$ cat src/logic/hdmi_pkg.sv
package hdmi_pkg;

    // Data lanes, clock lane not counted
    localparam int num_channels = 3;

    // Reduced frame, 16x8 visible inside 24x12
    localparam logic [4:0] h_active = 5'd16;
    localparam logic [4:0] h_total = 5'd24;
    localparam logic [4:0] h_sync_start = 5'd18;
    localparam logic [4:0] h_sync_end = 5'd20;

    localparam logic [3:0] v_active = 4'd8;
    localparam logic [3:0] v_total = 4'd12;
    localparam logic [3:0] v_sync_start = 4'd9;
    localparam logic [3:0] v_sync_end = 4'd10;

    // Word aligned register offsets
    localparam logic [7:0] addr_ctrl = 8'h00;
    localparam logic [7:0] addr_color = 8'h04;

    // Bit positions in CTRL
    localparam int ctrl_enable_bit = 0;
    localparam int ctrl_pattern_bit = 1;

    // Blanking symbols, suffix is {vsync, hsync}
    localparam logic [9:0] ctrl_symbol_00 = 10'b1101010100;
    localparam logic [9:0] ctrl_symbol_01 = 10'b0010101011;
    localparam logic [9:0] ctrl_symbol_10 = 10'b0101010100;
    localparam logic [9:0] ctrl_symbol_11 = 10'b1010101011;

    // Written in send order, first bit on the left
    localparam logic [9:0] clock_lane_word = 10'b0000011111;

endpackage

$ cat src/logic/pixel_source.sv
module pixel_source
(
    input logic [4:0] cx,
    input logic [3:0] cy,
    input logic pattern,
    input logic [23:0] color,
    output logic [7:0] chan_data [hdmi_pkg::num_channels-1:0]
);

    // Lane order is blue, green, red
    always_comb
    begin
        if (pattern)
        begin
            chan_data[0] = 8'd128;
            chan_data[1] = 8'({cy, 5'b00000});
            chan_data[2] = 8'({cx, 4'b0000});
        end
        else
        begin
            chan_data[0] = color[7:0];
            chan_data[1] = color[15:8];
            chan_data[2] = color[23:16];
        end
    end

endmodule

$ cat config.mk
export PLATFORM = sky130hd
export DESIGN_NAME = pixel_source
export DESIGN_NICKNAME = d
export VERILOG_FILES = /design/src/logic/hdmi_pkg.sv /design/src/logic/pixel_source.sv
export SDC_FILE = /design/constraint.sdc
export NUM_CORES = 1
export LEC_CHECK = 0
export BUFFER_PORTS_ARGS = -buffer_cell sky130_fd_sc_hd__buf_2
export CAP_MARGIN = 25
export CORE_AREA = 5 5 42 44
export DETAILED_ROUTE_END_ITERATION = 10
export DIE_AREA = 0 0 47 49
export GPL_TIMING_DRIVEN = 0
export PLACE_DENSITY = 0.77
export RECOVER_POWER = 50
export SLEW_MARGIN = 20
export SYNTH_ARGS = -nofsm -noshare
export SYNTH_HDL_FRONTEND = slang
export SYNTH_SLANG_ARGS = --single-unit
$ cat constraint.sdc
create_clock -name vclk -period 1.1
set_input_delay 0.055 -clock vclk [all_inputs]
set_output_delay 0.055 -clock vclk [all_outputs]
set_load 0.02 [all_outputs]
Word-level counts from Yosys, hierarchy flattened
Index checks and enable logic that the tools add are counted.

operators by class
  multiplexer cells = 1

operator list
  operator            count
  24-bit two-way mux  1

word-level totals
  flip-flop bits (word level) = 0
  input bits = 34
  output and inout bits = 24
  logic and storage cells = 1

Depth between registers and ports, before layout
  depth in word-level cells = 1
  depth in mapped cells = 3
  mapped depth without buffers = 1

Worst setup path before layout
OpenSTA, ideal clock, no wires.

  path kind = input-to-output
  start point = input port pattern
  end point = output port chan_data[10] (netlist bit)
  arrival = 0.647 ns
  required time = 1.045 ns
  path slack = 0.398 ns
  stages on the path = 3
  path buffers = 2
  cells stage by stage = buf_6 -> buf_2 -> nor2b_1

RTL lines
  what         RTL line           RTL
  from (decl)  pixel_source.sv:5  input logic pattern,
  to (decl)    pixel_source.sv:7  output logic [7:0] chan_data [hdmi_pkg::num_channels-1:0]

==> summary.md <==
| Metric | Value |
|---|---|
| Die Span Y | 49 um |
| Port bufs | 55 |
| Worst slew pin tran | 0.265 ns |
| Total wire length | 966 um |
| RSZ-0062 raised after global routing | no |
| Final Hold Fails | 0 |
| Iteration-0 DRC count of the detailed router | 0 |
| Post-synthesis sequential area ratio | 0% |
| Die area | 0.00230 sq mm |
| Status | finished, final reports clean |
| Share of cells above drive strength 1 | 64.6% |
| Clock buf count | 0 |
| Area of the core | 0.00140 sq mm |
| Synthesized area | 236 sq um |
| Biggest area consumer among synthesized cells | nor2b_1 |
| Routability Congestion | 0.598 |
| Netlist cell types | 8 |
| Largest net degree at the start of global routing | 11 |
| Area growth, synth to finish | 119% |
| Metal2 WL | 370 um |
| Setup TNS Final | 0 ns |
| Crit path DAT | 0.73 ns |
| Number of global-route vias before repair | 355 |
| Critical Path Fanout Max | 10 |
| Num sequential | 0 |
| Most frequent cells in the layout | buf_2, clkbuf_1, nor2b_1 |
| Via count | 388 |
| Kind of critical path | input pin to output port |
| # IOs | 58 |
| Max Used Layer | met3 |
| Area of the multi-input gates | 205 sq um |
| Tmin final | 0.788 ns |
| CP required | 1.04 ns |
| DR WL met3 | 267 um |
| Synth top area cells | nor2b_1, and2b_1, mux2_2, mux2_4, buf_8 |
| Tcrit/Tclk final | 71.6% |
| Synth Instances | 27 |
| Nets | 118 |
| Average wire per standard cell | 9.86 um |
| Register area | 0 sq um |
| Num rows | 14 |
| M1 wire length | 329 um |
| FMAX | 1270 MHz |
| DR DRC count | 0 |
| Synth Net Count | 61 |
| Remaining Overflow, GRT | 0 |
| Max-cap violations | 0 |
| Cts repair resizes | 0 |
| Avg Synthesized Cell Area | 8.76 sq um |
| Post-CTS setup buffers | 0 |
| Ys Warns | 0 |
| Top cell type's share of synthesized area | 23.8% |
| Cell Pwr Density | 462 mW/mm^2 |
| Maximum VDD drop | 0.000153 V |
| Critical Path End Type | output port |
| Max Slew Vio Count | 0 |
| Commonest non-fill, non-tap cell in the layout | buf_2 |
| Fill cell count | 160 |
| Die Span X | 47 um |
| Vias per cell | 3.96 |
| Ant diodes | 0 |
| CP startpoint kind | input pin |
| Setup violations, final | 0 |
| HP Class | input pin to output port |
| First-pass GRT wire length | 1260 um |
| Hold buffers post-CTS | 0 |
| Tot GR Track Use | 6.53% |
| Initial core utilization | 16.9% |
| Initial antenna violation count | 0 |
| Post-DP HPWL | 919 um |
| Fin cells | 98 |
| TritonRoute pass-1 iters | 1 |
| Antenna Violating Nets Remaining | 0 |
| Leakage Power | 0.000303 uW |
| Rel. slew slack | 82.4% |
| Dpl cells | 98 |
## routing by layer
metal / GRT usage [%] / vias to the layer above
met1: 8.26 / 146
met3: 0.369 / 0
li1: - / 195
met5: 0 / -
met4: 0 / 0
met2: 12.2 / 47
## path summary, 6_finish.rpt
path | endpoint | cells past startpoint | from
max | chan_data[22] | 4 | pattern
min | chan_data[7] | 3 | color[7]
## layout make-up
cell class         instances  share of cell area, %
plain buffers              3                   6.05
multi-input cells         24                   39.7
well taps                 16                   3.87
repair buffers            55                   50.4
## kinds of logic (layout without fill, tap and decap cells)
family | Yosys count | in the layout | share of synthesized area (%)
muxes | 7 | 7 | 38.1
buffers and inverters | 3 | 58 | 13.2
and+or+nand+nor | 17 | 17 | 48.7
## report_power, final
part	internal (uW)	switching, uW	total [uW]
combinational	117	122	239
clock	0	0	0
sequential	0	0	0
total	117	122	239
## synth_stat cells (all sizes together)
library cell	n
nor2b	9
and2b	7
mux2	7
buf	3
or2	1
## critical path, stage by stage
cell and delay (ns):
buf_6 0.11, buf_8 0.13, mux2_4 0.28, buf_2 0.16
## stage by stage
step	total power (uW)	hold WS, ns	setup slack [ns]	cell area [sq um]	util, %
after detailed placement	248	0.417	0.307	532	37.9
after global placement	245	0.407	0.306	532	37.9
final	239	0.410	0.312	517	36.9
after global routing	258	0.427	0.288	517	36.9
after floorplan	145	0.269	0.398	236	-
after CTS	249	0.417	0.307	532	37.9
(Power assumes the default switching activity.)
