## src/logic/hdmi_pkg.sv

```systemverilog
package hdmi_pkg;

    // Data lanes, clock lane not counted
    localparam int num_channels = 3;

    // Reduced frame, 16x8 visible inside 24x12
    localparam logic [4:0] h_active = 5'd16;
    localparam logic [4:0] h_total = 5'd24;
    localparam logic [4:0] h_sync_start = 5'd18;
    localparam logic [4:0] h_sync_end = 5'd20;

    localparam logic [3:0] v_active = 4'd8;
    localparam logic [3:0] v_total = 4'd12;
    localparam logic [3:0] v_sync_start = 4'd9;
    localparam logic [3:0] v_sync_end = 4'd10;

    // Word aligned register offsets
    localparam logic [7:0] addr_ctrl = 8'h00;
    localparam logic [7:0] addr_color = 8'h04;

    // Bit positions in CTRL
    localparam int ctrl_enable_bit = 0;
    localparam int ctrl_pattern_bit = 1;

    // Blanking symbols, suffix is {vsync, hsync}
    localparam logic [9:0] ctrl_symbol_00 = 10'b1101010100;
    localparam logic [9:0] ctrl_symbol_01 = 10'b0010101011;
    localparam logic [9:0] ctrl_symbol_10 = 10'b0101010100;
    localparam logic [9:0] ctrl_symbol_11 = 10'b1010101011;

    // Written in send order, first bit on the left
    localparam logic [9:0] clock_lane_word = 10'b0000011111;

endpackage

```

## src/logic/video_timing.sv

```systemverilog
module video_timing
(
    input logic clk_pixel,
    input logic reset,
    output logic [4:0] cx,
    output logic [3:0] cy,
    output logic hsync,
    output logic vsync,
    output logic draw
);

    logic [4:0] h_count;
    logic [3:0] v_count;

    always_ff @(posedge clk_pixel)
    begin
        if (reset)
        begin
            h_count <= '0;
            v_count <= '0;
        end
        else if (h_count == hdmi_pkg::h_total - 5'd1)
        begin
            h_count <= '0;
            v_count <= (v_count == hdmi_pkg::v_total - 4'd1) ? 4'd0 : v_count + 4'd1;
        end
        else
        begin
            h_count <= h_count + 5'd1;
        end
    end

    // Position leaves in step with the flags
    always_ff @(posedge clk_pixel)
    begin
        if (reset)
        begin
            cx <= '0;
            cy <= '0;
            hsync <= 1'b0;
            vsync <= 1'b0;
            draw <= 1'b0;
        end
        else
        begin
            cx <= h_count;
            cy <= v_count;
            hsync <= h_count >= hdmi_pkg::h_sync_start && h_count < hdmi_pkg::h_sync_end;
            vsync <= v_count >= hdmi_pkg::v_sync_start && v_count < hdmi_pkg::v_sync_end;
            draw <= h_count < hdmi_pkg::h_active && v_count < hdmi_pkg::v_active;
        end
    end

    assert property (@(posedge clk_pixel) disable iff (reset) cx < hdmi_pkg::h_total);

endmodule

```

## config.mk

```make
export PLATFORM = sky130hd
export DESIGN_NAME = video_timing
export DESIGN_NICKNAME = d
export VERILOG_FILES = /design/src/logic/hdmi_pkg.sv /design/src/logic/video_timing.sv
export SDC_FILE = /design/constraint.sdc
export NUM_CORES = 1
export LEC_CHECK = 0
export BUFFER_PORTS_ARGS = -buffer_cell sky130_fd_sc_hd__buf_2
export CAP_MARGIN = 40
export CELL_PAD_IN_SITES_DETAIL_PLACEMENT = 1
export CELL_PAD_IN_SITES_GLOBAL_PLACEMENT = 2
export CORE_MARGIN = 3
export CORE_UTILIZATION = 35
export CTS_CLUSTER_SIZE = 16
export DETAILED_ROUTE_END_ITERATION = 8
export HOLD_SLACK_MARGIN = 0.05
export PLACE_DENSITY = 0.82
export SLEW_MARGIN = 20
export SYNTH_ARGS = -nofsm -noshare
export SYNTH_HDL_FRONTEND = slang
export SYNTH_SLANG_ARGS = --single-unit
```

## constraint.sdc

```tcl
create_clock -name clk_pixel -period 3.7 [get_ports clk_pixel]
set_clock_uncertainty 0.1 [all_clocks]
set_input_delay 0.74 -clock clk_pixel [delete_from_list [all_inputs] [get_ports clk_pixel]]
set_output_delay 0.74 -clock clk_pixel [all_outputs]
set_load 0.02 [all_outputs]
```

Word-level counts from Yosys, hierarchy flattened
Cells that the tools add are included.
{ "word_totals": {"output_inout_bits": 12, "ff_bits": 21, "input_bits": 2, "elab_cells": 22} }
{ "op_classes": {"n_mux": 1, "n_eq_ne": 2, "n_addsub": 2, "reduce_logical": 4, "n_lt_le_gt_ge": 6} }
{ "op_table": {"columns": ["operator", "n"], "rows": [
  ["$lt 5x5->1 const B", 2],
  ["$lt 4x4->1 const B", 2],
  ["$add 5x1->5 const B", 1],
  ["$eq 5x5->1 const B", 1],
  ["$ge 5x5->1 const B", 1],
  ["$add 4x1->4 const B", 1],
  ["$eq 4x4->1 const B", 1],
  ["$ge 4x4->1 const B", 1],
  ["$mux 4", 1],
  ["$logic_and 1x1->1", 3],
  ["$reduce_or 2->1", 1]
]} }

Logic depth before layout (Yosys ltp)
{ "logic_depth": {"word_depth": 2, "ltp_mapped": 4, "ltp_nobuf": 4} }

Least setup slack after synthesis
Ideal clock, no wire load.
{ "synth_path": {"path_kind": "in2reg", "from": "in reset", "to": "reg v_count[2]", "stages": 3, "t_arrival_ns": 1.416, "required_time_ns": 3.526, "setup_time_ns": 0.074, "n_path_buf": 1, "setup_slack_ns": 2.109, "path_cell_list": "clkbuf_1 -> or4_1 -> o21ai_0"} }
{ "synth_rtl": {"columns": ["item", "line", "source"], "rows": [
  ["start: declaration", "video_timing.sv:4", "input logic reset,"],
  ["end signal: assignment", "video_timing.sv:25", "v_count <= (v_count == hdmi_pkg::v_total - 4'd1) ? 4'd0 : v_count + 4'd1;"],
  ["end: declaration", "video_timing.sv:13", "logic [3:0] v_count;"]
]} }

Worst setup path in the final report
{ "layout_path": {"from": "reg cx[3]", "to": "out cx[3]"} }
{ "layout_rtl": {"columns": ["item", "line", "source"], "rows": [
  ["start: declaration", "video_timing.sv:5", "output logic [4:0] cx,"],
  ["start signal: assignment", "video_timing.sv:46", "cx <= h_count;"]
]} }
No word-level cell between the ends.

==> impl_metrics.toml <==
[outcome]
status = "finished, final reports clean"

[setup_path]
cp-start-kind = "register"
critPathCaptureType = "output pin"
worstPathArrival_ns = 0.79
cp_num_buf_inv = 1
critical_path_class = "reg2out"
cp_top_family = "flip-flops"
worstPathCellList = "buf_2"
cp_max_fo = 1
critPathRequiredTime_ns = 2.86
slowest_delay_ns = 0.33
r2r_cells = 4
cp.depth = 1
crit_slowest_cell = "dfxtp_1"

[timing]
finalCritPeriodShare_pct = 43.9
rsz0062_at_grt = "false"
hold_violations = 0
tns_ns = 0
worst_slew_pin_slew_ns = 0.338
slew_violations = 0
fmax_mhz = 615
period_minus_slack_ns = 1.63
setup_viol = 0
holdWs_ns = 0.403
max_slew_margin_pct = 77.4

[clock_network]
cts_buffers = 3
cts_max_level = 1
cts_hold_buf = 0
cts.sinks = 21
ctsLongestPathBuffers = 2
cts_setup_buffers = 0
root_buffer = "clkbuf_4"
tritoncts = "yes"
clk_pin_slew_ns = 0.11
post_cts_resized = 0
insertion_delay_ns = 0.29

[logic_synthesis]
ys_seq_area_share_pct = 54.3
yosysUniqueCellTypes = 25
yosys-top-cells-area = "dfxtp_1 (54%), ha_1 (8.1%), nor2b_1 (4.8%)"
yosys.area.top_type_share_pct = 54.3
syn_nets = 82
yosysWarningCount = 0
netlist_instances = 75
syn-cell-area_um2 = 774
synth-seq-cells = 21
synth_top_area_cell = "dfxtp_1"
avgSynthCellArea_um2 = 10.3

[grt]
grt_use_total_pct = 11.6
grt_pass1_vias = 516
grt_pass1_wl_um = 2310
antenna_found_initial = 0
overflow = 0
grt_max_degree = 20

[route]
wl_um = 1410
via_per_inst = 4.85
drt_first_pass_iters = 3
drt_iter0_markers = 2
drc_errors = 0
routedWlPerCell_um = 12.2
vias = 563
drtAntennaViolNets = 0

[hold_path]
holdPathStages = 2
worstHoldPathType = "reg2reg"

[run]
maxCapViolCount = 0

[power_and_ir_drop]
pwr-share-clk_pct = 29.0
cell_internal_pwr_w = 0.000284
powerDensity_nw_per_um2 = 418
p_comb_share_pct = 6.0
swShare_pct = 23.2
pwr-share-seq_pct = 65.1
power.leakage_nw = 0.404
power_switching_w = 0.0000859
vdd_ir_drop_max_v = 0.000173

[die]
ios = 14
die_area_um2 = 2810
chipHeight_um = 53.0
fp-row-count = 16
start_util_pct = 38.3
coreArea_um2 = 2020
die_w_um = 53.0

[final_layout]
final_cell_mix = "dfxtp_1 (21), buf_2 (13), inv_1 (6), nor2b_1 (6), nand2_1 (6)"
drive_above_1_share_pct = 21.3
final_common_cell = "dfxtp_1"
nets = 97
antenna_cells = 0
fin_util_pct = 43.8
syn_to_final_growth_pct = 14.2

[placed_design]
gp_congestion = 0.688
portBuffers = 13
dp_hpwl_um = 1030
-- registers in the layout, summed over array words and instances, names as in the netlist --
register,cells
h_count,5
cx,5
hsync,1
v_count,4
vsync,1
cy,4
draw,1
-- cell type report --
type,count,area (um2)
inverters,6,22.5
multi-input cells,45,317
fillers,246,1140
clock buffers,4,26.3
repair buffers,13,65.1
flip-flops and latches,21,420
well taps,27,33.8
-- power by group through the flow --
stage	clock [W]	sequential [W]	combinational (W)
floorplan	0	0.000247	0.0000145
global placement	0	0.000245	0.0000220
detailed placement	0	0.000246	0.0000226
CTS	0.000113	0.000241	0.0000226
global route	0.000122	0.000242	0.0000247
finish	0.000107	0.000241	0.0000220
-- cells in the mapped netlist --
master,count
a21oi_1,3
dfxtp_1,21
xnor2_1,1
clkbuf_1,1
nor4b_1,1
o211ai_1,1
nand4b_1,1
buf_1,1
o21ai_0,2
or3_1,1
inv_1,6
nor2b_1,6
nand4b_4,1
o2111a_1,1
nand3_1,2
and4b_2,1
xor2_1,1
nand2_1,6
a311o_2,1
nor2_1,5
buf_4,1
or4_1,1
a31oi_1,1
ha_1,5
nor3_1,4
-- through the flow --
stage,instances,instance area [um2],setup slack (ns),total power [W]
floorplan,75,774,2.11,0.000261
global placement,112,858,2.03,0.000267
detailed placement,112,858,2.02,0.000268
CTS,116,885,2.05,0.000376
global route,116,885,1.96,0.000389
finish,116,885,2.07,0.000370
-- worst paths after layout --
path,end,startpoint,slack (ns)
worst min-delay path,v_count[1],v_count[1],0.40
worst max-delay path,cx[3],cx[3],2.07
worst min register to register,v_count[1],v_count[1],0.40
worst max register to register,v_count[3],h_count[1],2.08
-- routing by layer --
layer / track usage, % / share of wire, % / up-vias
met1: 14.3 / 49 / 267
met5: 0 / 0 / -
met2: 18.4 / 46 / 13
met4: 5.11 / 1.1 / 0
met3: 3.38 / 4.0 / 2
li1: - / - / 281
-- cell families after synthesis --
logic type / count (synthesis) / synth area share (%)
fa+ha+maj: 5 / 8.08
buf+inv: 9 / 4.85
compound gates: 9 / 7.92
simple gates: 29 / 22.6
flops: 21 / 54.3
xor+xnor: 2 / 2.26
-- worst register-to-register path, cell delays in order (launching register included) --
cell,delay [ns]
dfxtp_1,0.42
ha_1,0.31
nand4b_4,0.17
or3_1,0.38
a31oi_1,0.17
Power figures use the tool's default switching activity.
