### src/logic/hdmi_pkg.sv
package hdmi_pkg;

    // Data lanes, clock lane not counted
    localparam int num_channels = 3;

    // Reduced frame, 16x8 visible inside 24x12
    localparam logic [4:0] h_active = 5'd16;
    localparam logic [4:0] h_total = 5'd24;
    localparam logic [4:0] h_sync_start = 5'd18;
    localparam logic [4:0] h_sync_end = 5'd20;

    localparam logic [3:0] v_active = 4'd8;
    localparam logic [3:0] v_total = 4'd12;
    localparam logic [3:0] v_sync_start = 4'd9;
    localparam logic [3:0] v_sync_end = 4'd10;

    // Word aligned register offsets
    localparam logic [7:0] addr_ctrl = 8'h00;
    localparam logic [7:0] addr_color = 8'h04;

    // Bit positions in CTRL
    localparam int ctrl_enable_bit = 0;
    localparam int ctrl_pattern_bit = 1;

    // Blanking symbols, suffix is {vsync, hsync}
    localparam logic [9:0] ctrl_symbol_00 = 10'b1101010100;
    localparam logic [9:0] ctrl_symbol_01 = 10'b0010101011;
    localparam logic [9:0] ctrl_symbol_10 = 10'b0101010100;
    localparam logic [9:0] ctrl_symbol_11 = 10'b1010101011;

    // Written in send order, first bit on the left
    localparam logic [9:0] clock_lane_word = 10'b0000011111;

endpackage

### src/logic/tmds_channel.sv
module tmds_channel
(
    input logic clk_pixel,
    input logic reset,
    input logic [7:0] data,
    input logic [1:0] ctrl,
    input logic video_on,
    output logic [9:0] symbol
);

    logic [3:0] data_ones;
    logic use_xnor;
    logic [8:0] q_m;
    logic [3:0] q_m_ones;
    logic signed [5:0] balance;
    logic signed [5:0] disparity;
    logic signed [5:0] disparity_next;
    logic [9:0] data_symbol;
    logic [9:0] ctrl_symbol;

    always_comb
    begin
        data_ones = '0;
        for (int i = 0; i < 8; i++)
        begin
            data_ones = data_ones + 4'(data[i]);
        end
    end

    // Transition minimizing stage
    assign use_xnor = data_ones > 4'd4 || (data_ones == 4'd4 && !data[0]);

    always_comb
    begin
        q_m[0] = data[0];
        for (int i = 1; i < 8; i++)
        begin
            q_m[i] = use_xnor ? ~(q_m[i-1] ^ data[i]) : q_m[i-1] ^ data[i];
        end
        q_m[8] = !use_xnor;
    end

    always_comb
    begin
        q_m_ones = '0;
        for (int i = 0; i < 8; i++)
        begin
            q_m_ones = q_m_ones + 4'(q_m[i]);
        end
    end

    // Ones minus zeros over q_m[7:0]
    assign balance = $signed({1'b0, q_m_ones, 1'b0}) - 6'sd8;

    // DC balancing stage
    always_comb
    begin
        if (disparity == 6'sd0 || q_m_ones == 4'd4)
        begin
            data_symbol = {~q_m[8], q_m[8], q_m[8] ? q_m[7:0] : ~q_m[7:0]};
            disparity_next = q_m[8] ? disparity + balance : disparity - balance;
        end
        else if ((disparity > 6'sd0 && q_m_ones > 4'd4) ||
                 (disparity < 6'sd0 && q_m_ones < 4'd4))
        begin
            data_symbol = {1'b1, q_m[8], ~q_m[7:0]};
            disparity_next = disparity + $signed({4'b0000, q_m[8], 1'b0}) - balance;
        end
        else
        begin
            data_symbol = {1'b0, q_m[8], q_m[7:0]};
            disparity_next = disparity - $signed({4'b0000, ~q_m[8], 1'b0}) + balance;
        end
    end

    always_comb
    begin
        case (ctrl)
            2'b00: ctrl_symbol = hdmi_pkg::ctrl_symbol_00;
            2'b01: ctrl_symbol = hdmi_pkg::ctrl_symbol_01;
            2'b10: ctrl_symbol = hdmi_pkg::ctrl_symbol_10;
            default: ctrl_symbol = hdmi_pkg::ctrl_symbol_11;
        endcase
    end

    always_ff @(posedge clk_pixel)
    begin
        if (reset)
        begin
            symbol <= hdmi_pkg::ctrl_symbol_00;
            disparity <= '0;
        end
        else if (!video_on)
        begin
            symbol <= ctrl_symbol;
            disparity <= '0;
        end
        else
        begin
            symbol <= data_symbol;
            disparity <= disparity_next;
        end
    end

    assert property (@(posedge clk_pixel) disable iff (reset)
        disparity <= 6'sd10 && disparity >= -6'sd10);

endmodule

### config.mk
export PLATFORM = sky130hd
export DESIGN_NAME = tmds_channel
export DESIGN_NICKNAME = d
export VERILOG_FILES = /design/src/logic/hdmi_pkg.sv /design/src/logic/tmds_channel.sv
export SDC_FILE = /design/constraint.sdc
export NUM_CORES = 1
export LEC_CHECK = 0
export ABC_AREA = 1
export BUFFER_PORTS_ARGS = -buffer_cell sky130_fd_sc_hd__buf_2
export CELL_PAD_IN_SITES_DETAIL_PLACEMENT = 0
export CELL_PAD_IN_SITES_GLOBAL_PLACEMENT = 1
export CORE_MARGIN = 5
export CORE_UTILIZATION = 49
export CTS_BUF_LIST = sky130_fd_sc_hd__clkbuf_2
export DETAILED_ROUTE_END_ITERATION = 7
export PLACE_DENSITY_LB_ADDON = 0.2
export SYNTH_ARGS = -nofsm -noshare
export SYNTH_HDL_FRONTEND = slang
export SYNTH_SLANG_ARGS = --single-unit
### constraint.sdc
create_clock -name clk_pixel -period 20 [get_ports clk_pixel]
set_input_delay 2 -clock clk_pixel [delete_from_list [all_inputs] [get_ports clk_pixel]]
set_output_delay 2 -clock clk_pixel [all_outputs]
set_load 0.01 [all_outputs]
# Word level (Yosys, flattened, before mapping)
# Cells that the tools add are included.
# word_totals
reg_bits	16
latchBits	0
mem_bits_rw	0
romBits	0
input_bits	13
output_inout_bits	10
word_cells	74
mem_count	0
# op_classes
addsub	21
n_mul	0
div	0
order_cmp	5
n_eq_ne	4
shifts	0
n_mux	15
bitwise_logic	16
reduce_logical	11
# op_table
cell	count
$add 4x1->4	8
$mux 10	3
$pmux 10 s3	1
$mux 6	3
$add 6x6->6	2
$sub 6x6->6	2
$add 3x1->4	2
$eq 4x3->1 const B	2
$gt 4x3->1 const B	2
$mux 8	1
$not 1->1	8
$not 8->8	1
$mux 1	7
$xor 1x1->1	7
$add 2x1->3	2
$add 6x3->6	1
$gt 6x1->1 const B	1
$logic_not 6->1	1
$lt 6x1->1 const B	1
$sub 5x4->6 const B	1
$sub 6x3->6	1
$add 1x1->2	2
$lt 4x3->1 const B	1
$logic_and 1x1->1	3
6 further kinds	9

# Logic depth before layout (Yosys ltp)
# logic_depth
word_depth	36
depth_mapped	46
depth_no_buf	46

# Least setup slack after synthesis
# No wires, ideal clock.
# synth_path
path_type	in2reg
startpoint	input data[0]
endpoint	register disparity[5]
setup_ps	117
t_arrival_ps	9081
required_time_ps	19883
setup_slack_ps	10802
cell_stages	42
path_buffers	0
path_cell_list	inv_1 > fa_1 > fa_1 > fa_1 > inv_1 > ha_1 > fa_1 > nor2_1 > nand2_2 > nand2_4 > nand2_8 > nand2_2 > nand3_2 > nand2_2 > nand2_2 > nand2_2 > nand2_4 > nand3_4 > (+6 left out) > fa_1 > ha_1 > inv_1 > fa_1 > or2_2 > nand2_1 > inv_1 > ha_1 > xor2_1 > o21ai_0 > ha_1 > a21oi_1 > o21ai_0 > xor2_1 > nand3_1 > nand2_1 > o221ai_1 > inv_1
# synth_via
elab_chain_len	35
elab_cells_between_ends	58
classes_between	add/sub (21); order compare (3); eq/ne (2); mux (10); bitwise (14); reduce/logical (8)
# synth_rtl
item	line	text
from (decl)	tmds_channel.sv:5	input logic [7:0] data,
parallel branches: the longest is 34 deep, another holds $add 3x1->4	--	
$mux 6 *	tmds_channel.sv:58	if (disparity == 6'sd0 || q_m_ones == 4'd4)
to (signal assigned)	tmds_channel.sv:101	disparity <= disparity_next;
to (decl)	tmds_channel.sv:16	logic signed [5:0] disparity;
# Mark *: on every way between the ends.
# A chain may end at the register's enable or synchronous reset.

# Final worst setup path
# layout_path
startpoint	input data[0]
endpoint	register symbol[5]
# layout_via
elab_chain_len	36
elab_cells_between_ends	52
classes_between	add/sub (14); order compare (3); eq/ne (2); mux (11); bitwise (15); reduce/logical (7)
# layout_rtl
item	line	text
parallel branches: the longest is 34 deep, another holds $add 3x1->4	--	
$mux 10 *	tmds_channel.sv:58	
$mux 10 *	tmds_channel.sv:93	else if (!video_on)
to (signal assigned)	tmds_channel.sv:90	symbol <= hdmi_pkg::ctrl_symbol_00;
to (signal assigned)	tmds_channel.sv:95	symbol <= ctrl_symbol;
to (signal assigned)	tmds_channel.sv:100	symbol <= data_symbol;
to (decl)	tmds_channel.sv:8	output logic [9:0] symbol
# Marks and branches as above.

==> metrics.md <==
| Metric | Value |
|---|---|
| Outcome | `complete, no violations` |
| Top cell by count, worst path | `fa_1` |
| Total Negative Setup Slacks | `0 ns` |
| Max-Cap Viols | `0` |
| Final wirelength | `5.13 mm` |
| #FFs+latches synth | `15` |
| DRC | `0` |
| Slew margin rel. | `62.1%` |
| Synth Cell Area | `0.00229 mm²` |
| FMAX | `0.0987 GHz` |
| YS warnings | `0` |
| Register area share after synthesis | `13.1%` |
| Hold Path Stages | `4` |
| Worst EP required | `20.16 ns` |
| Worst-path maximum fanout | `15` |
| Chip width | `78.3 µm` |
| Worst-margin pin slew | `0.562 ns` |
| Avg Inst Size Synth | `7.45 µm²` |
| GRT Overall Usage | `17.5%` |
| Worst reg2reg path depth | `12` |
| Min-Delay Path Class | `flip-flop to flip-flop` |
| Hold_buf cts | `0` |
| GP Congestion | `0.874` |
| Worst Skew | `0.0134 ns` |
| Initial core utilization | `51.4%` |
| Number of iterations in the first detailed-routing pass | `4` |
| Final Max Tran Viols | `0` |
| Sink Count | `15` |
| Reg-to-reg endpoint | `disparity[5]$_SDFF_PP0_` |
| Gr ovfl total | `0` |
| Hold Fails Final Rpt | `0` |
| CP max stage cell | `fa_1` |
| Routed vias/inst | `5.19` |
| CP arrival | `10.29 ns` |
| Crit start category | `input port` |
| Number of global-route vias before repair | `1846` |
| Core Footprint | `0.00444 mm²` |
| Antenna viol nets, final | `0` |
| Die Area | `0.00613 mm²` |
| FF-to-FF setup slack | `17.18 ns` |
| Netlist cell types | `33` |
| CTS H-tree lvls | `1` |
| Clock Tree Buf Depth | `2` |
| Final HPWL DP | `4.38 mm` |
| Area growth, synth to finish | `7.33%` |
| Initial DRC count | `102` |
| Clk_lat worst skew | `0.28 ns` |
| Crit path capture type | `flip-flop` |
| CTS tree | `done` |
| Initial antenna violation count | `0` |
| Final period util | `50.7%` |
| Hold path start | `disparity[4]$_SDFF_PP0_` |
| Delay of the slowest critical-path stage | `0.57 ns` |
| Num CTS Buffers | `3` |
| Hold Path Sink | `disparity[4]$_SDFF_PP0_` |
| RSZ-0062 raised after global routing | `no` |
| CTS root buffer | `clkbuf_2` |
| Post-CTS Setup Bufs | `0` |
| Cell row count | `24` |
| Cell count after synthesis | `307` |
| Fin Hold WS | `0.918 ns` |
| Share of cells above drive strength 1 | `22.3%` |
| Minimum clock period | `10.14 ns` |
| ANT cells | `0` |
| I/O Pins | `23` |
| Main synth FF type | `dfxtp_1` |
| Filler cells | `461` |
| CTS clk-pin slew, worst paths | `0.12 ns` |
| WL/cell | `13.5 µm` |
| Global-route wire length before repair | `8.78 mm` |
| Die Height | `78.3 µm` |
| Final Setup Violations | `0` |
| EDFF count, synth | `0` |
| Largest net degree at the start of global routing | `20` |
| IO buf count | `22` |
| Asr flop ratio synth | `0%` |
| Post_cts resized | `0` |
| Via count | `1971` |
| Launching point of the worst reg2reg path | `disparity[1]$_SDFF_PP0_` |
| Syn nets | `360` |
| Nets | `382` |
| Crit Path Class | `input port to flip-flop` |
cell usage in the layout, fill, tap and decap left out:
| cell type | count |
|---|---|
| nand3_1 | 25 |
| nor2_1 | 16 |
| o21ai_0 | 19 |
| inv_2 | 3 |
| o31ai_1 | 1 |
| a21oi_1 | 18 |
| nor3_1 | 1 |
| nand2_8 | 1 |
| xor2_1 | 14 |
| dfxtp_1 | 15 |
| a31oi_2 | 1 |
| a2111oi_0 | 1 |
| nand2_2 | 12 |
| buf_2 | 22 |
| o211ai_1 | 2 |
| nand2_1 | 40 |
| a21oi_2 | 1 |
| nand3_4 | 1 |
| clkbuf_2 | 4 |
| o22ai_1 | 1 |
| nand2_4 | 9 |
| a221oi_1 | 1 |
| fa_1 | 13 |
| a21oi_4 | 1 |
| nand3_2 | 13 |
| ha_1 | 27 |
| inv_1 | 57 |
| a31oi_1 | 1 |
| clkinv_1 | 1 |
| o2111ai_1 | 1 |
| o221ai_1 | 1 |
| or2_2 | 5 |
flip-flops by register name, summed over array words and instances, names as in the netlist:
| signal | cells |
|---|---|
| symbol | 10 |
| disparity | 5 |
cells by family (layout without fill, tap and decap cells):
family,count (synthesis),after routing,share of synthesized area [%]
compound gates,49,49,12.8
xor+xnor,14,14,5.36
fa+ha+maj,40,40,26.2
buf+inv,66,87,11.2
flops,15,15,13.1
simple gates,123,123,31.3
area by class of cell:
cell class | instances | area (µm²) | share of cell area (%)
multi-input combinational | 226 | 1730 | 70.5
inverter | 61 | 229 | 9.33
timing repair buffer | 22 | 110 | 4.49
sequential | 15 | 300 | 12.2
tap | 52 | 65.1 | 2.65
clock buffer | 4 | 20.0 | 0.816
cells in the mapped netlist (5+ instances only):
cell      n  area [µm²]
inv_1    57         214
nand2_1  40         150
ha_1     27         338
nand3_1  25         125
o21ai_0  19        95.1
a21oi_1  18        90.1
nor2_1   16        60.1
dfxtp_1  15         300
xor2_1   14         123
fa_1     13         260
nand3_2  13         130
nand2_2  12        75.1
nand2_4   9         101
or2_2     5        31.3
through the flow:
step                      util [%]  cells  cell area (µm²)  setup WS [ns]
final                         55.2    380             2450           9.86
after global placement        54.8    376             2430           9.75
after floorplan                  -    307             2290          10.80
after detailed placement      54.8    376             2430           9.62
after CTS                     55.2    380             2450           9.89
after global routing          55.2    380             2450           9.32
layer usage:
metal | global-route usage, % | up-vias | routed length, µm
li1 | - | 1026 | -
met1 | 24.4 | 897 | 2520
met2 | 28.8 | 38 | 2350
met3 | 2.29 | 10 | 155
met4 | 4.37 | 0 | 108
met5 | 0 | - | 0
worst max-delay path by stage:
| stage | from | to | cells past startpoint |
|---|---|---|---|
| 6_report | data[0] | symbol[5]$_SDFF_PP0_ | 37 |
| 2_1_floorplan | data[0] | disparity[5]$_SDFF_PP0_ | 42 |
| 5_1_grt | data[0] | disparity[3]$_SDFF_PP0_ | 37 |
| 4_1_cts | data[0] | symbol[5]$_SDFF_PP0_ | 39 |
| 3_5_place_dp | data[0] | symbol[5]$_SDFF_PP0_ | 39 |
| 3_3_place_gp | data[0] | symbol[5]$_SDFF_PP0_ | 37 |
worst max-delay path: cells and delay by family:
family          cells  cell delay [ns]
compound gates      4             1.07
fa+ha+maj          10             3.91
simple gates       16             2.40
buf+inv             7             0.88
Power is not shown: default switching activity piles up to over one toggle a cycle in this logic, so the estimate is an artifact.
