`src/logic/hdmi_pkg.sv`:
```
package hdmi_pkg;

    // Data lanes, clock lane not counted
    localparam int num_channels = 3;

    // Reduced frame, 16x8 visible inside 24x12
    localparam logic [4:0] h_active = 5'd16;
    localparam logic [4:0] h_total = 5'd24;
    localparam logic [4:0] h_sync_start = 5'd18;
    localparam logic [4:0] h_sync_end = 5'd20;

    localparam logic [3:0] v_active = 4'd8;
    localparam logic [3:0] v_total = 4'd12;
    localparam logic [3:0] v_sync_start = 4'd9;
    localparam logic [3:0] v_sync_end = 4'd10;

    // Word aligned register offsets
    localparam logic [7:0] addr_ctrl = 8'h00;
    localparam logic [7:0] addr_color = 8'h04;

    // Bit positions in CTRL
    localparam int ctrl_enable_bit = 0;
    localparam int ctrl_pattern_bit = 1;

    // Blanking symbols, suffix is {vsync, hsync}
    localparam logic [9:0] ctrl_symbol_00 = 10'b1101010100;
    localparam logic [9:0] ctrl_symbol_01 = 10'b0010101011;
    localparam logic [9:0] ctrl_symbol_10 = 10'b0101010100;
    localparam logic [9:0] ctrl_symbol_11 = 10'b1010101011;

    // Written in send order, first bit on the left
    localparam logic [9:0] clock_lane_word = 10'b0000011111;

endpackage

```
`src/logic/apb_config.sv`:
```
module apb_config
(
    input logic clk_pixel,
    input logic reset,
    input logic psel,
    input logic penable,
    input logic pwrite,
    input logic [7:0] paddr,
    input logic [31:0] pwdata,
    output logic [31:0] prdata,
    output logic pready,
    output logic pslverr,
    output logic enable,
    output logic pattern,
    output logic [23:0] color
);

    logic access;
    logic mapped;

    assign access = psel && penable;
    assign mapped = paddr == hdmi_pkg::addr_ctrl || paddr == hdmi_pkg::addr_color;

    // No wait states
    assign pready = 1'b1;
    assign pslverr = access && !mapped;

    always_ff @(posedge clk_pixel)
    begin
        if (reset)
        begin
            enable <= 1'b0;
            pattern <= 1'b0;
            color <= '0;
        end
        else if (access && pwrite)
        begin
            if (paddr == hdmi_pkg::addr_ctrl)
            begin
                enable <= pwdata[hdmi_pkg::ctrl_enable_bit];
                pattern <= pwdata[hdmi_pkg::ctrl_pattern_bit];
            end
            else if (paddr == hdmi_pkg::addr_color)
            begin
                color <= pwdata[23:0];
            end
        end
    end

    always_comb
    begin
        prdata = '0;
        if (access && !pwrite)
        begin
            case (paddr)
                hdmi_pkg::addr_ctrl:
                begin
                    prdata[hdmi_pkg::ctrl_enable_bit] = enable;
                    prdata[hdmi_pkg::ctrl_pattern_bit] = pattern;
                end
                hdmi_pkg::addr_color:
                begin
                    prdata[23:0] = color;
                end
                default:
                begin
                    prdata = '0;
                end
            endcase
        end
    end

    // Access phase only after a setup phase
    assert property (@(posedge clk_pixel) disable iff (reset)
        penable |-> psel && $past(psel && !penable));

endmodule

```
`config.mk`:
```
export PLATFORM = sky130hd
export DESIGN_NAME = apb_config
export DESIGN_NICKNAME = d
export VERILOG_FILES = /design/src/logic/hdmi_pkg.sv /design/src/logic/apb_config.sv
export SDC_FILE = /design/constraint.sdc
export NUM_CORES = 1
export LEC_CHECK = 0
export BUFFER_PORTS_ARGS = -buffer_cell sky130_fd_sc_hd__buf_2
export CAP_MARGIN = 0
export CORE_ASPECT_RATIO = 1.4
export CORE_MARGIN = 8
export CORE_UTILIZATION = 37
export DETAILED_ROUTE_END_ITERATION = 12
export PLACE_DENSITY_LB_ADDON = 0.08
export SLEW_MARGIN = 5
export SYNTH_ARGS = -nofsm -noshare
export SYNTH_HDL_FRONTEND = slang
export SYNTH_SLANG_ARGS = --single-unit
```
`constraint.sdc`:
```
create_clock -name clk_pixel -period 1.8 [get_ports clk_pixel]
set_input_delay 0.18 -clock clk_pixel [delete_from_list [all_inputs] [get_ports clk_pixel]]
set_output_delay 0.18 -clock clk_pixel [all_outputs]
set_load 0.05 [all_outputs]
```
# Word level (Yosys, flattened, before mapping)
# Cells that the tools add are included.
[classes]
eq_ne = 1
reduce_logical = 10
mux = 3
n_bitwise = 1
[ops]
columns = ["operator", "count"]
rows = [
  ["two-way mux 24 bit", 1],
  ["two-way mux 22 bit", 1],
  ["equality test 8 x 3 -> 1 bit, second input constant", 1],
  ["logical NOT 8 bit", 1],
  ["logical AND 1 bit", 4],
  ["case mux 2 bit (2 select lines)", 1],
  ["AND reduction 3 bit", 1],
  ["logical NOT 1 bit", 2],
  ["AND reduction 2 bit", 1],
  ["logical OR 1 bit", 1],
  ["inverter 1 bit", 1],
]
[totals]
reg_bits = 26
in_bits = 45
output_inout_bits = 60
elab_cells = 18

# Depth between registers and ports, before layout
# Gate-level depths: netlist of run 1.
[logic_depth]
depth_word = 4
ltp_mapped = 5
depth_no_buf = 3

# Least setup slack after synthesis of run 1
# OpenSTA, ideal clock, no wires.
[synth_path]
path_type = "in2out"
startpoint = "input paddr[4]"
endpoint = "output prdata[0]"
n_path_buf = 0
path_slack_ps = -937
t_arrival_ps = 2557
t_required_ps = 1620
path_stages = 3
path_cell_list = "or4_4 -> or2_2 -> nor4_1"
[synth_via]
elab_chain_cells = 3
elab_cells_between_ends = 4
classes_between = "eq/ne (1); mux (2); reduce/logical (1)"
[synth_lines]
columns = ["item", "line", "rtl"]
rows = [
  ["start: declaration", "apb_config.sv:8", "input logic [7:0] paddr,"],
  ["equality test 8 x 3 -> 1 bit / logical NOT 8 bit (equally long branches)", "apb_config.sv:55", "case (paddr)"],
  ["case mux 2 bit (2 select lines) *", "apb_config.sv:55", ""],
  ["two-way mux 24 bit *", "apb_config.sv:53", "if (access && !pwrite)"],
  ["end: declaration", "apb_config.sv:10", "output logic [31:0] prdata,"],
]
# Mark *: on every way between the ends. The rest lies on a longest branch, timed or not.

# Worst setup path in the final report of run 1
[layout_path]
startpoint = "input paddr[3]"
endpoint = "output prdata[3]"
[layout_via]
elab_chain_cells = 3
[layout_lines]
columns = ["item", "line"]
rows = [
  ["equality test 8 x 3 -> 1 bit", "apb_config.sv:55"],
  ["two-way mux 22 bit", "apb_config.sv:55"],
  ["two-way mux 24 bit", "apb_config.sv:53"],
]
# Every way passes these cells.

==> results of run 1 <==
==> per-stage QoR <==
step                setup TNS, ns  cells  instance area, um^2
finish                          0    291                 2273
global placement           -3.957    284                 1993
CTS                       -0.1660    291                 2261
detailed placement         -4.424    284                 1993
global route              -0.9449    291                 2273
floorplan                  -1.138    167                 1573
==> final cells by class <==
type                    instances  area, um^2
clock buffers                   4       55.05
fillers                       362        1612
repair buffers                 96       704.4
flip-flops and latches         26       520.5
multi-input cells             122       939.7
well taps                      43       53.80
==> state kept, by name (all words and copies together) (netlist names) <==
| register | cells |
|---|---|
| color | 24 |
| enable | 1 |
| pattern | 1 |
==> where the power goes <==
part           total [W]  internal (W)  switching (W)
logic           0.000148     0.0000600      0.0000884
registers       0.000575      0.000575    0.000000152
clock network   0.000378      0.000196       0.000183
==> what timing repair did <==
item	in CTS	in global routing
setup endpoints to repair	24	23
setup buffers	2	0
pin swaps	6	0
hold endpoints to repair	0	0
gates resized for setup	64	4
gates cloned	1	0
==> worst max-delay path, stage by stage <==
cell and delay [ns]:
buf_6 0.09, or4_4 0.56, nor4_4 0.20, buf_4 0.17, buf_6 0.11, and2_2 0.15, buf_6 0.15
==> path summary, 6_finish.rpt <==
kind / endpoint
max: prdata[3]
min reg2reg: color[4]$_SDFFE_PP0P_
min: color[4]$_SDFFE_PP0P_
max reg2reg: color[19]$_SDFFE_PP0P_
==> placed cells by master (no fill, tap or decap), types with 2 or more instances in the layout <==
cell and count:
and2_4 10, clkbuf_8 4, dfxtp_1 26, or4_4 2, buf_2 63, buf_6 9, nand2_1 2, buf_8 11
buf_12 2, and2_2 10, buf_4 11, nand2b_1 51, mux2i_1 28, nor4_4 3, and2_1 2, conb_1 9
==> metal layers <==
| layer | track usage, % | up-vias |
|---|---|---|
| met5 | 0 | - |
| met4 | 4.034 | 0 |
| met3 | 4.248 | 2 |
| met2 | 22.05 | 44 |
| met1 | 12.56 | 588 |
| li1 | - | 669 |
==> cell families after synthesis <==
kind of cell	share of synthesized area [%]
buf+inv	9.748
mux	18.82
other cells	0.5044
simple gates	35.97
flops	34.96
==> results.sh, run 1 <==
export IMPL_synth_top_area_cell="dfxtp_1"
export IMPL_crit_arrival_ns=1.62
export IMPL_setup_viol=0
export IMPL_cp_required_ns=1.62
export IMPL_grtUsageTotal_pct=12.12
export IMPL_design_core_area_um2=3885
export IMPL_routed_top_layer="met4"
export IMPL_hpwl_mm=3.006
export IMPL_grt_antenna_before_repair=0
export IMPL_syn_to_final_growth_pct=52.69
export IMPL_rr_startpoint="color[19]$_SDFFE_PP0P_"
export IMPL_worstMarginPinSlew_ns=0.5682
export IMPL_grt_pass1_wl_mm=6.596
export IMPL_wl_met1_mm=1.589
export IMPL_synth_seq_area_share_pct=34.96
export IMPL_first_pass_iters=4
export IMPL_finalCritPeriodShare_pct=99.92
export IMPL_initial_utilization_pct=38.33
export IMPL_port_buffers=87
export IMPL_status="completed"
export IMPL_cts_tree="built"
export IMPL_fin_ws_ns=0.001464
export IMPL_gr_total_overflow=0
export IMPL_ioPinCount=105
export IMPL_rows=27
export IMPL_htreeDepth=1
export IMPL_dr_first_iter_drc_count=34
export IMPL_die_h_um=91.06
export IMPL_hold_path_class="in2reg"
export IMPL_die_area_um2=6339
export IMPL_routed_wl_mm=4.045
export IMPL_fmax_mhz=556.0
export IMPL_clock_skew_ns=0
export IMPL_vias=1303
export IMPL_cts_clk_slew_worst_paths_ns=0.09
export IMPL_cts_sinks=26
export IMPL_drc=0
export IMPL_die_w_um=69.62
export IMPL_final_nets=294
export IMPL_synthCells=160
export IMPL_crit_fanout=9
export IMPL_cts_buffers=3
export IMPL_min_period_ns=1.799
export IMPL_ys_ff_latch=26
export IMPL_yosys_cell_count_top_type="nand2b_1"
export IMPL_hold_viol=0
export IMPL_relSlewSlack_pct=62.12
export IMPL_p_leak_nw=1.240
export IMPL_power_density_nw_per_um2=484.5
export IMPL_ant_nets=0
export IMPL_synth_common_cells="nand2b_1 (51), mux2i_1 (28), dfxtp_1 (26)"
export IMPL_reg2reg_slack_ns=1.16
export IMPL_synth_edf_count=0
export IMPL_rsz0062_at_grt="yes"
export IMPL_drive_gt1_share_pct=51.21
export IMPL_drv_slew=0
export IMPL_cp_startpoint="paddr[3]"
export IMPL_synth_cell_area_um2=1489
export IMPL_dr_wl_met2_mm=2.147
export IMPL_holdPathStages=3
export IMPL_yosysUniqueCellTypes=16
export IMPL_hold_start="pwdata[4]"
export IMPL_synthFlopType="dfxtp_1"
export IMPL_start_kind="input pin"
export IMPL_wl_per_cell_um=13.90
export IMPL_place_congestion=0.7987
export IMPL_p_total_w=0.001102
export IMPL_clkLatencyLatePin_ns=0.27
export IMPL_cts_root_buf="clkbuf_8"
export IMPL_grt_max_degree=51
export IMPL_ctsHoldBuffers=0
export IMPL_wl_met3_um=281
export IMPL_avgSynthCellArea_um2=9.306
export IMPL_post_place_ws_ns=-0.1801
export IMPL_synth_top_area_share_pct=34.96
export IMPL_diodes=0
export IMPL_hold_slack_ns=0.1529
export IMPL_clockBufferDepth=2
export IMPL_ir_drop_uv=371.0
export IMPL_drv_cap=0
export IMPL_synth_warnings=0
export IMPL_synth_area_leaders="dfxtp_1 (35%), nand2b_1 (21%), mux2i_1 (19%)"
export IMPL_viasPerCell=4.478
export IMPL_synthArstFlopShare_pct=0
export IMPL_first_global_vias=1371
export IMPL_path_class="in2out"
export IMPL_r2r_cells=2
export IMPL_cp_end_kind="primary output"
export IMPL_final_util_pct=58.52
(Power assumes the default switching activity.)
==> inputs of run 2 (changes only) <==
--- a/config.mk
+++ b/config.mk
@@ -5,12 +5,12 @@
 export SDC_FILE = /design/constraint.sdc
 export NUM_CORES = 1
 export LEC_CHECK = 0
-export BUFFER_PORTS_ARGS = -buffer_cell sky130_fd_sc_hd__buf_2
 export CAP_MARGIN = 0
 export CORE_ASPECT_RATIO = 1.4
 export CORE_MARGIN = 8
-export CORE_UTILIZATION = 37
+export CORE_UTILIZATION = 50
 export DETAILED_ROUTE_END_ITERATION = 12
+export DONT_BUFFER_PORTS = 1
 export PLACE_DENSITY_LB_ADDON = 0.08
 export SLEW_MARGIN = 5
 export SYNTH_ARGS = -nofsm -noshare
==> run 2 against run 1 <==
Net effect:
- clock power decreased by 2%
- design area shrank 16%
- routed wire length down 7.5%
- fmax up 4.2%
- critical endpoint is now prdata[14]
- non-clock buffer count down 60
- critical path type unchanged
- die area decreased by 21%
- sequential power about the same
- sequential share of layout area increased by 4.4 points
==> results.sh, run 2 (synthesized netlist as in run 1, its figures left out) <==
export IMPL_status="completed"
export IMPL_hold_path_class="in2reg"
export IMPL_setup_tns_ns=0
export IMPL_cts_sinks=26
export IMPL_dr_first_iter_drc_count=43
export IMPL_ir_drop_uv=412.9
export IMPL_cts_tree="built"
export IMPL_routed_wl_mm=3.743
export IMPL_p_leak_nw=0.9442
export IMPL_r2r_cells=3
export IMPL_vias=1131
export IMPL_clkLatencyLatePin_ns=0.26
export IMPL_mostFrequentLayoutCells="nand2b_1 (51), mux2i_1 (28), buf_4 (27)"
export IMPL_htreeDepth=1
export IMPL_worstMarginPinSlew_ns=0.9290
export IMPL_initial_utilization_pct=52.26
export IMPL_hpwl_mm=2.852
export IMPL_cts_root_buf="clkbuf_8"
export IMPL_critPathMaxStageDelay_ns=0.46
export IMPL_cp_end_kind="primary output"
export IMPL_syn_to_final_growth_pct=28.24
export IMPL_first_pass_iters=4
export IMPL_regMostFlops="color"
export IMPL_power_density_nw_per_um2=542.3
export IMPL_die_h_um=80.57
export IMPL_place_congestion=0.7531
export IMPL_grt_max_degree=51
export IMPL_clockBufferDepth=2
export IMPL_die_w_um=62.12
export IMPL_drv_cap=0
export IMPL_cts_clk_slew_worst_paths_ns=0.09
export IMPL_grt_pass1_wl_mm=5.464
export IMPL_relSlewSlack_pct=37.94
export IMPL_rsz0062_at_grt="no"
export IMPL_path_cells="or3_1, nor4_4, buf_6, and2_1, buf_12"
export IMPL_dpl_instance_area_um2=1831
export IMPL_clock_skew_ns=0
export IMPL_cts_buffers=3
export IMPL_ioPinCount=105
export IMPL_die_area_um2=5005
export IMPL_diodes=0
export IMPL_design_core_area_um2=2849
export IMPL_cp_startpoint="paddr[1]"
export IMPL_n_fill_cell=237
export IMPL_fin_area_um2=1909
export IMPL_endpoint="prdata[14]"
export IMPL_reg2reg_slack_ns=0.99
export IMPL_finalCritPeriodShare_pct=95.89
export IMPL_drv_slew=0
export IMPL_drive_gt1_share_pct=35.11
export IMPL_path_class="in2out"
export IMPL_reg2reg_to="enable$_SDFFE_PP0P_"
export IMPL_grt_antenna_before_repair=0
export IMPL_port_buffers=0
export IMPL_wl_per_cell_um=16.64
export IMPL_holdPathStages=2
export IMPL_rows=23
export IMPL_drc=0
export IMPL_crit_slowest_cell="or3_1"
export IMPL_hold_viol=0
export IMPL_first_global_vias=1160
export IMPL_largest_reg_flops=24
export IMPL_ant_nets=0
export IMPL_postCtsSetupBuffers=0
export IMPL_gr_total_overflow=0
export IMPL_grtUsageTotal_pct=13.29
export IMPL_crit_arrival_ns=1.55
export IMPL_p_total_w=0.001035
export IMPL_setup_viol=0
export IMPL_crit_fanout=11
export IMPL_min_period_ns=1.726
export IMPL_cp_required_ns=1.62
export IMPL_start_kind="input pin"
export IMPL_fmax_mhz=579.4
export IMPL_rr_startpoint="enable$_SDFFE_PP0P_"
export IMPL_final_nets=234
export IMPL_top_regs="color: 24 flops, enable: 1 flops, pattern: 1 flops"
export IMPL_layout_commonest_cell="nand2b_1"
export IMPL_final_util_pct=67.02
export IMPL_viasPerCell=5.027
-- run 2: through the flow --
stage          setup slack (ns)  cells  hold WS (ns)
6_report                0.07405    225       0.05137
5_1_grt                0.003353    225       0.04083
4_1_cts                0.003731    224       0.04426
3_5_place_dp            0.01996    220        0.3376
3_3_place_gp            0.04169    220        0.3359
2_1_floorplan          -0.05427    167        0.3321
-- run 2: layer usage --
layer / vias up / GRT usage [%] / part of all wire [%]
met5: - / 0 / 0
met4: 0 / 5.621 / 1.2
met3: 5 / 5.285 / 8.7
met2: 48 / 24.61 / 56
met1: 528 / 12.80 / 34
li1: 550 / - / -
-- run 2: final cells by class --
class / count / area [um^2] / share of cell area, %
Tap cell: 37 / 46.29 / 2.425
Multi-Input combinational cell: 122 / 922.1 / 48.30
Clock buffer: 4 / 55.05 / 2.883
Sequential cell: 26 / 520.5 / 27.26
Timing Repair Buffer: 36 / 365.4 / 19.13
-- run 2: worst max-delay path, delay by kind of cell --
kind	cells	cell delay (ns)
and+or+nand+nor	3	1.03
buffers and inverters	2	0.34
-- run 2: what timing repair did --
item                       4_1_cts  5_1_grt
gates resized for setup          0        5
hold endpoints to repair         0        0
setup endpoints to repair        0       22
hold buffers                     0        0
-- run 2: worst min-delay path by stage --
stage,end,from
2_1_floorplan,color[10]$_SDFFE_PP0P_,pwdata[10]
3_3_place_gp,color[23]$_SDFFE_PP0P_,pwdata[23]
3_5_place_dp,color[7]$_SDFFE_PP0P_,pwdata[7]
4_1_cts,color[7]$_SDFFE_PP0P_,pwdata[7]
5_1_grt,color[3]$_SDFFE_PP0P_,pwdata[3]
6_report,color[7]$_SDFFE_PP0P_,pwdata[7]
-- run 2: power by group --
part	switching [W]	internal, W	total, W
sequential	0.0000000620	0.000575	0.000575
combinational	0.0000628	0.0000292	0.0000920
clock	0.000173	0.000195	0.000369
total	0.000236	0.000799	0.00104
